--- src/source/mem_settings.svh ---
`ifndef MEM_SETTINGS_SVH
`define MEM_SETTINGS_SVH

// word address width, 1024 words
`define MEM_ADDR_W 10

// data word width
`define MEM_DATA_W 32

// byte lanes per word
`define MEM_LANES 4

// cycles from bank command to its response pulse
`define DRAM_LATENCY 3

`endif

--- src/source/mem_pkg.sv ---
`include "mem_settings.svh"

package mem_pkg;

  typedef logic [`MEM_DATA_W-1:0] word_t;
  typedef logic [`MEM_ADDR_W-1:0] addr_t;
  typedef logic [`MEM_LANES-1:0]  lanes_t;  // one bit per byte lane

  // instruction fetch, read only
  typedef struct packed {
    addr_t addr;
  } imem_req_t;

  // data load/store; we == 0 means read
  typedef struct packed {
    addr_t  addr;
    word_t  wdata;
    lanes_t we;
  } dmem_req_t;

endpackage

--- src/source/dram_cmd_if.sv ---
`timescale 1ns/1ps
`default_nettype none

interface dram_cmd_if;
  import mem_pkg::*;

  // command side, one-cycle oe pulse
  logic   oe;
  addr_t  addr;
  word_t  wdata;
  lanes_t we;      // nonzero with oe is a write

  // response side, no ready
  word_t  rdata;
  logic   rvalid;
  logic   written;

  modport arbiter (
    output oe, addr, wdata, we,
    input  rdata, rvalid, written
  );

  modport bank (
    input  oe, addr, wdata, we,
    output rdata, rvalid, written
  );

endinterface

`default_nettype wire

--- src/source/dram_arbiter.sv ---
`timescale 1ns/1ps
`default_nettype none

module dram_arbiter (
  input  logic              clk,
  input  logic              rst,

  // fetch request buffer
  input  logic              imem_pend,
  input  mem_pkg::imem_req_t imem_req,
  output logic              imem_take,

  // data request buffer
  input  logic              dmem_pend,
  input  mem_pkg::dmem_req_t dmem_req,
  output logic              dmem_take,

  // bank command bus
  dram_cmd_if.arbiter       dram,

  // responses
  output mem_pkg::word_t    imem_rdata,
  output logic              imem_rvalid,
  output mem_pkg::word_t    dmem_rdata,
  output logic              dmem_rvalid,
  output logic              dmem_written
);
  import mem_pkg::*;

  typedef enum logic [1:0] {
    S_IDLE,
    S_FETCH,  // fetch command in flight
    S_DATA    // data command in flight
  } state_t;

  state_t state;

  addr_t  cmd_addr;
  word_t  cmd_wdata;
  lanes_t cmd_we;
  logic   issue;
  logic   resp;

  // fetch wins when both are waiting
  assign imem_take = (state == S_IDLE) && imem_pend;
  assign dmem_take = (state == S_IDLE) && dmem_pend && !imem_pend;
  assign issue     = imem_take || dmem_take;
  assign resp      = dram.rvalid || dram.written;

  always_comb begin
    if (imem_take) begin
      cmd_addr  = imem_req.addr;
      cmd_wdata = '0;
      cmd_we    = '0;  // fetches always read
    end else begin
      cmd_addr  = dmem_req.addr;
      cmd_wdata = dmem_req.wdata;
      cmd_we    = dmem_req.we;
    end
  end

  always_ff @(posedge clk) begin
    if (rst) begin
      state       <= S_IDLE;
      dram.oe     <= 1'b0;
      imem_rvalid <= 1'b0;
      dmem_rvalid <= 1'b0;
    end else begin
      dram.oe     <= issue;
      imem_rvalid <= (state == S_FETCH) && dram.rvalid;
      dmem_rvalid <= (state == S_DATA) && dram.rvalid;
      case (state)
        S_IDLE: begin
          if (imem_take) begin
            state <= S_FETCH;
          end else if (dmem_take) begin
            state <= S_DATA;
          end
        end
        default: begin
          if (resp) begin
            state <= S_IDLE;  // free for a new grant next cycle
          end
        end
      endcase
    end
  end

  // command payload, qualified by oe
  always_ff @(posedge clk) begin
    if (issue) begin
      dram.addr  <= cmd_addr;
      dram.wdata <= cmd_wdata;
      dram.we    <= cmd_we;
    end
  end

  // read data goes to the owner only
  always_ff @(posedge clk) begin
    if (state == S_FETCH && dram.rvalid) begin
      imem_rdata <= dram.rdata;
    end
    if (state == S_DATA && dram.rvalid) begin
      dmem_rdata <= dram.rdata;
    end
  end

  assign dmem_written = dram.written;  // only data writes exist

endmodule

`default_nettype wire

--- src/flat_wrapper.sv ---
// flat-port wrapper written by rule: the top's interface ports become plain ports
module dram_arbiter_flat import mem_pkg::*;
  (clk, rst, imem_pend, imem_req, imem_take, dmem_pend, dmem_req, dmem_take, imem_rdata, imem_rvalid, dmem_rdata, dmem_rvalid, dmem_written, dram_oe, dram_addr, dram_wdata, dram_we, dram_rdata, dram_rvalid, dram_written);
  dram_cmd_if dram_i ();
  input  logic clk;
  input  logic rst;
  input  logic imem_pend;
  input  mem_pkg::imem_req_t imem_req;
  output logic imem_take;
  input  logic dmem_pend;
  input  mem_pkg::dmem_req_t dmem_req;
  output logic dmem_take;
  output mem_pkg::word_t imem_rdata;
  output logic imem_rvalid;
  output mem_pkg::word_t dmem_rdata;
  output logic dmem_rvalid;
  output logic dmem_written;
  output wire logic [$bits(dram_i.oe)-1:0] dram_oe;
  output wire logic [$bits(dram_i.addr)-1:0] dram_addr;
  output wire logic [$bits(dram_i.wdata)-1:0] dram_wdata;
  output wire logic [$bits(dram_i.we)-1:0] dram_we;
  input wire logic [$bits(dram_i.rdata)-1:0] dram_rdata;
  input wire logic [$bits(dram_i.rvalid)-1:0] dram_rvalid;
  input wire logic [$bits(dram_i.written)-1:0] dram_written;
  assign dram_oe = dram_i.oe;
  assign dram_addr = dram_i.addr;
  assign dram_wdata = dram_i.wdata;
  assign dram_we = dram_i.we;
  assign dram_i.rdata = dram_rdata;
  assign dram_i.rvalid = dram_rvalid;
  assign dram_i.written = dram_written;
  dram_arbiter u_core (.clk(clk), .rst(rst), .imem_pend(imem_pend), .imem_req(imem_req), .imem_take(imem_take), .dmem_pend(dmem_pend), .dmem_req(dmem_req), .dmem_take(dmem_take), .dram(dram_i), .imem_rdata(imem_rdata), .imem_rvalid(imem_rvalid), .dmem_rdata(dmem_rdata), .dmem_rvalid(dmem_rvalid), .dmem_written(dmem_written));
endmodule
--- config.mk ---
export PLATFORM = sky130hd
export DESIGN_NAME = dram_arbiter_flat
export DESIGN_NICKNAME = d
export VERILOG_FILES = /design/src/source/mem_pkg.sv /design/src/source/dram_cmd_if.sv /design/src/source/dram_arbiter.sv /design/src/flat_wrapper.sv
export VERILOG_INCLUDE_DIRS = /design/src /design/src/source
export SDC_FILE = /design/constraint.sdc
export NUM_CORES = 1
export LEC_CHECK = 0
export BUFFER_PORTS_ARGS = -buffer_cell sky130_fd_sc_hd__buf_2
export CORE_UTILIZATION = 44
export CTS_CLUSTER_SIZE = 14
export DETAILED_ROUTE_END_ITERATION = 10
export GPL_TIMING_DRIVEN = 0
export PLACE_DENSITY = 0.79
export SETUP_SLACK_MARGIN = 0.4
export SLEW_MARGIN = 20
export SYNTH_ARGS = -nofsm -noshare
export SYNTH_HDL_FRONTEND = slang
export SYNTH_SLANG_ARGS = --single-unit
--- constraint.sdc ---
create_clock -name clk -period 4.65 [get_ports clk]
set_input_delay 0.465 -clock clk [delete_from_list [all_inputs] [get_ports clk]]
set_output_delay 0.465 -clock clk [all_outputs]
set_load 0.005 [all_outputs]
==> results of run 1 <==
## cell type report
| cell class | count | area (sq um) | share of cell area, % |
|---|---|---|---|
| Timing Repair Buffer | 214 | 1100 | 19.3 |
| Multi-Input combinational cell | 60 | 450 | 7.86 |
| Clock buffer | 18 | 418 | 7.30 |
| Clock inverter | 14 | 179 | 3.12 |
| Tap cell | 105 | 131 | 2.29 |
| Sequential cell | 115 | 3400 | 59.4 |
| Buffer | 6 | 42.5 | 0.743 |
## layer usage
metal	routed length, um	up-vias
met4	104	0
met5	0	-
li1	-	1154
met1	3160	1139
met2	4060	155
met3	1020	11
## sequential cells by signal, summed over array words and instances, names as in the netlist, 2 cells and up
signal             count
u_core.dram.we         4
u_core.dmem_rdata     32
u_core.state           2
u_core.dram.wdata     32
u_core.imem_rdata     32
u_core.dram.addr      10
## worst paths after layout
kind	to	cells past startpoint	startpoint	slack, ns
worst max-delay path	imem_take	4	u_core.state[1]	2.48
worst min-delay path	u_core.imem_rdata[19]	1	dram_rdata[19]	0.16
worst max register to register	u_core.dram.wdata[5]	3	u_core.state[1]	2.75
worst min register to register	u_core.dram.oe	1	u_core.state[0]	0.59
## Yosys cell counts
master	instances
nor4_1	1
edfxtp_1	110
nor3_1	2
buf_6	1
nor4b_1	1
nor2_1	2
mux2_2	10
o21ba_1	1
nor3b_1	2
clkbuf_1	1
buf_4	3
o21ba_2	1
nor3b_2	1
nand2_1	1
buf_2	1
dfxtp_1	5
and3b_1	1
nor2b_1	37
## per-stage QoR
step / worst slack, ns / hold slack, ns / utilization [%] / TNS, ns / instances
floorplan: 0.499 / 0.502 / - / 0 / 181
finish: 2.48 / 0.162 / 68.3 / 0 / 532
global route: 2.37 / 0.136 / 68.3 / 0 / 532
CTS: 2.45 / 0.133 / 68.3 / 0 / 532
detailed placement: 2.57 / 0.575 / 61.2 / 0 / 500
global placement: -0.908 / 0.524 / 60.4 / -41.69 / 495
## logic make-up after synthesis
family	count (synthesis)	synth area share (%)
AO/OA/AOI/OAI	2	0.516
buffers and inverters	6	1.10
flip-flops	115	87.7
multiplexers	10	2.90
AND/OR/NAND/NOR	48	7.83
## critical path, stage by stage, from the launching register on
cell and delay [ns]:
dfxtp_1 0.40, nor3b_2 0.30, buf_4 0.23, buf_6 0.15
buf_2 0.11
## power groups by stage
stage          Sequential, mW  Clock (mW)  Combinational [mW]
3_5_place_dp             1.25           0               0.198
5_1_grt                  1.23        1.34               0.216
4_1_cts                  1.23        1.30               0.199
3_3_place_gp             1.25           0               0.182
6_report                 1.23        1.28               0.194
2_1_floorplan            1.26           0              0.0579
==> impl_results.md, run 1 <==
- Clock slew at reported path FFs: ~0.060 ns
- Post CTS Setup Buffer Count: 0
- GR Layer Usage met3: approximately 9%
- Clock Latency Late Sink: around 0.49 ns
- Post-synthesis sequential area ratio: 87.7%
- TritonRoute pass-1 iters: 4
- FMAX: about 460 MHz
- Sw Pwr: 0.569 mW
- Synth Cell Area: a little under 4000 sq um
- Endpoints failing hold: 0
- Final setup viols: 0
- First-pass GRT wire length: about 12000 um
- Synthesized flop and latch total: 115
- 1st-iter DRT viols: 47
- Root Buffer: clkbuf_8
- Crit start category: register
- Post-synth top area share: between 80% and 90%
- Io pins: between 200 and 250
- # diodes: 0
- CTS Hold Bufs: 0
- Vias in the first global route: 2371
- Max-cap violations: 0
- Post-detail-place hpwl: ~6300 um
- TritonCTS buffer count: 17
- Final Wtd Congestion: 0.760
- Syn-to-layout area delta: 47.5%
- Final nets: approximately 500
- Cts repair resizes: 0
- Number of I/O port buffers: approximately 210
- Synth top area cells: edfxtp_1 85%, nor2b_1 6.0%, mux2_2 2.9%
- Via-per-instance ratio: approximately 4.6
- Die Height: about 96 um
- Clock Sinks: 115
- Synth cell types: 18
- Synth Area per Inst: between 20 and 25 sq um
- Register share of total power: 45.5%
- Syn Nets: 275
- Row Count: 33
- # H-tree levels: 4
- Synth area leader: edfxtp_1
- Final min period: roughly 2.2 ns
- Status: completed
- Pint: between 2 and 2.5 mW
- Commonest non-fill, non-tap cells in the layout: 210 x buf_2, 110 x edfxtp_1, 37 x nor2b_1
- CP Data Required Time: about 4.2 ns
- Vias: approximately 2500
- Initial core utilization: between 40% and 50%
- DRT Wirelength: 8340 um
- Net Sw Frac: roughly a fifth
- Gr usage total: between 10% and 20%
- Core ar.: about 8400 sq um
- Combinational share of power: 7.2%
- Design area: roughly 5700 sq um
- Worst hold-check path type: primary input to register
- Max VDD drop: 273 uV
- Total power: between 2 and 3 mW
- DR WL/cell: between 15 and 20 um
- Worst-Margin Slew: between 0.8 and 0.9 ns
- GR Util met1: between 10% and 20%
- Most used routing layer: met2
- Commonest non-fill, non-tap cell in the layout: buf_2
- Fin. max-slew vios: 0
- Fill cells: ~590
- Crit path kind: register to output pin
- Largest net degree at the start of global routing: 34
- Share of layout cells above drive strength 1: between 60% and 70%
- Worst EP arrival: about 1.7 ns
- Power share of the clock group: between 40 and 50%
- Crit path max fanout: 10
- Initial antenna violation count: 0
- Largest buffer count on any clock path: 2
- Die Width: ~96 um
- Worst clock skew: approximately 0.0088 ns
- Unrepaired setup endpoints after global routing: false
- Cell area power density: between 400 and 500 nW/um^2
- Critical Path End Type: output pin
- Detail Route Antenna Nets: 0
- Leakage: approximately 2.4 nW
- GRT Residual Overflow: 0
- DRC Markers: 0
- Die Area: 9200 sq um
- Crit share post-route: about 47%
- CTS tree: built
- Max_slew headroom: approximately 45%
- Post-synthesis cell count: approximately 180
- DP Area: just over 5000 sq um
- Synthesis Warnings: 0
- M2 GR Usage: 30.7%
(Power assumes the default switching activity.)
==> inputs of run 2 (changes only) <==
==> constraint.sdc (replaced) <==
create_clock -name clk -period 2.15 [get_ports clk]
set_input_delay 0.215 -clock clk [delete_from_list [all_inputs] [get_ports clk]]
set_output_delay 0.215 -clock clk [all_outputs]
set_load 0.005 [all_outputs]
==> run 2 against run 1 <==
Net effect: critical path depth stayed put; critical path type unchanged; clock-buffer cell count is 1 higher; clock skew is 0.0011 ns lower; non-clock buffer count is 62 higher; die area stayed put; global-route usage is 3.4 points higher; register-to-register slack worse by 2.1 ns.
==> impl_results.md, run 2 (synthesis results as in run 1) <==
- RR Startpoint: u_core.state[0]
- Critical Path End Type: output pin
- Largest net degree at the start of global routing: 34 (unchanged)
- Crit share post-route: 76.1%
- Gr usage total: 21.4% (+3.4 points)
- Hold path start: dmem_req[28]
- Final setup viols: 0 (unchanged)
- FMAX: 611 MHz
- Design area: 6330 sq um (+11%)
- CTS tree: built
- TritonCTS buffer count: 17 (unchanged)
- Die Width: 95.9 um (unchanged)
- GRT Residual Overflow: 0 (unchanged)
- R2R Setup Slk: 0.64 ns (-2.11 ns)
- Status: completed
- Clock Sinks: 115 (unchanged)
- Non-filler cells, final: 593 (+11%)
- Worst EP arrival: 1.42 ns (-0.28 ns)
- Vias: 2745 (+12%)
- Slowest cell delay on critical path: 0.37 ns (-0.03 ns)
- Worst Reg-to-Reg Cells: 1 (-2)
- Leakage: 2.69 nW (+11%)
- Io pins: 210 (unchanged)
- Hold endpoint: u_core.dram.wdata[24]
- Vias in the first global route: 2791 (+18%)
- Core ar.: 8380 sq um (unchanged)
- Commonest non-fill, non-tap cell in the layout: buf_2
- Commonest non-fill, non-tap cells in the layout: 210 x buf_2, 110 x edfxtp_1, 57 x dlygate4sd3_1
- Crit start category: register
- Post-detail-place hpwl: 6380 um (+2.0%)
- 1st-iter DRT viols: 75 (+60%)
- Placed Cells: 498 (-0.40%)
- Fill cells: 481 (-19%)
- Max_slew headroom: 49.6% (+4.6 points)
- Largest registers: u_core.dmem_rdata x32, u_core.dram.wdata x32, u_core.imem_rdata x32
- Pre-CTS setup slack: 0.324 ns (-2.25 ns)
- # H-tree levels: 4 (unchanged)
- CP Data Required Time: 1.93 ns (-2.25 ns)
- Clock Latency Late Sink: 0.49 ns (about the same)
- Root Buffer: clkbuf_8
- Final nets: 570 (+12%)
- Crit path max fanout: 7 (-3)
- Cells along the critical path: nor3b_4 > buf_6 > buf_8 > buf_2
- DR WL/cell: 16.6 um (+5.9%)
- CP max stage cell: dfxtp_4
- Max VDD drop: 624 uV (+130%)
- Fin Hold WS: 0.0254 ns (-0.136 ns)
- Max-cap violations: 0 (unchanged)
- Reg-to-reg endpoint: u_core.dmem_rdata[5]
- Number of I/O port buffers: 209 (unchanged)
- Initial core utilization: 46.3% (unchanged)
- Setup ws final: 0.513 ns (-1.97 ns)
- # diodes: 0 (unchanged)
- Row Count: 33 (unchanged)
- Fin. max-slew vios: 0 (unchanged)
- Syn-to-layout area delta: 63.1%
- Via-per-instance ratio: 4.63 (+0.15%)
- DRC Markers: 0 (unchanged)
- Final Wtd Congestion: 0.807 (+6.1%)
- DP Area: 5130 sq um (about the same)
- Detail Route Antenna Nets: 0 (unchanged)
- Largest buffer count on any clock path: 2 (unchanged)
- TritonRoute pass-1 iters: 4 (unchanged)
- Crit path kind: register to output pin
- Clock slew at reported path FFs: 0.06 ns (about the same)
- Worst hold-check path type: primary input to register
- Initial antenna violation count: 0 (unchanged)
- Worst-Margin Slew: 0.755 ns (-0.0639 ns)
- First-pass GRT wire length: 13800 um (+19%)
- WHS Path Cells: 2 (+1)
- Cell area power density: 924 nW/um^2 (+96%)
- Unrepaired setup endpoints after global routing: false
- Final min period: approximately 1.6 ns
- DRT Wirelength: 9850 um (+18%)
- Share of layout cells above drive strength 1: 54.7% (-7.3 points)
- Endpoints failing hold: 0 (unchanged)
- Worst clock skew: 0.00767 ns (-0.00115 ns)
- Die Area: 9200 sq um (unchanged)
- Die Height: 95.9 um (unchanged)
==> run 2: changes by cell type in the layout (fill, tap and decap cells not counted), sizes merged <==
cell | previous run | this run
buf | 219 | 224
clkbuf | 19 | 20
clkinv | 6 | 7
clkinvlp | 3 | 2
dlygate4sd3 | 0 | 57
inv | 2 | 0
==> run 2: critical path: cells and delay by family (launching register included) <==
family	cells	cell delay, ns
buffers and inverters	3	0.34
DFF	1	0.37
and+or+nand+nor	1	0.23
==> run 2: timing repair <==
| action | CTS | global route |
|---|---|---|
| buffers inserted | 3 | 4 |
| pin swaps | 2 | 1 |
| endpoints found under the setup margin | 16 | 1 |
| resized for setup | 2 | 2 |
| hold endpoints to repair | 89 | 1 |
| hold buffers | 56 | 1 |
==> run 2: layer usage <==
layer / GRT usage [%] / up-vias / wire, um
met5: 0 / - / 0
met1: 21.6 / 1272 / 3500
met3: 9.95 / 11 / 1150
li1: - / 1273 / -
met4: 8.58 / 0 / 112
met2: 37.9 / 189 / 5090
==> run 2: final cells by class <==
type / count / area (sq um) / area share [%]
flip-flops and latches: 115 / 3410 / 53.8
repair buffers: 276 / 1720 / 27.1
multi-input cells: 60 / 463 / 7.31
clock buffers: 19 / 422 / 6.66
clock inverters: 12 / 140 / 2.21
well taps: 105 / 131 / 2.07
plain buffers: 6 / 50.0 / 0.790
==> run 2: worst max path at each step <==
stage | start | to | slack [ns]
CTS | u_core.state[1] | imem_take | 0.41
finish | u_core.state[1] | imem_take | 0.51
detailed placement | imem_pend | u_core.dram.wdata[25] | 0.32
global placement | imem_pend | u_core.dram.wdata[19] | -0.20
global route | u_core.state[1] | imem_take | 0.42
floorplan | u_core.state[0] | u_core.dram.addr[0] | 0.24
==> run 2: per-stage QoR <==
| stage | util, % | setup TNS [ns] | total power [mW] |
|---|---|---|---|
| 6_report | 75.6 | 0 | 5.85 |
| 5_1_grt | 75.6 | 0 | 6.03 |
| 4_1_cts | 75.0 | 0 | 5.86 |
| 3_5_place_dp | 61.2 | 0 | 3.13 |
| 3_3_place_gp | 60.6 | -9.02 | 3.10 |
| 2_1_floorplan | - | 0 | 2.85 |
==> run 2: power by group <==
part / internal [mW] / leakage [nW] / switching, mW
registers: 2.62 / 1.09 / 0.0396
clock network: 1.74 / 0.270 / 0.913
logic: 0.296 / 1.33 / 0.238
total: 4.66 / 2.69 / 1.19
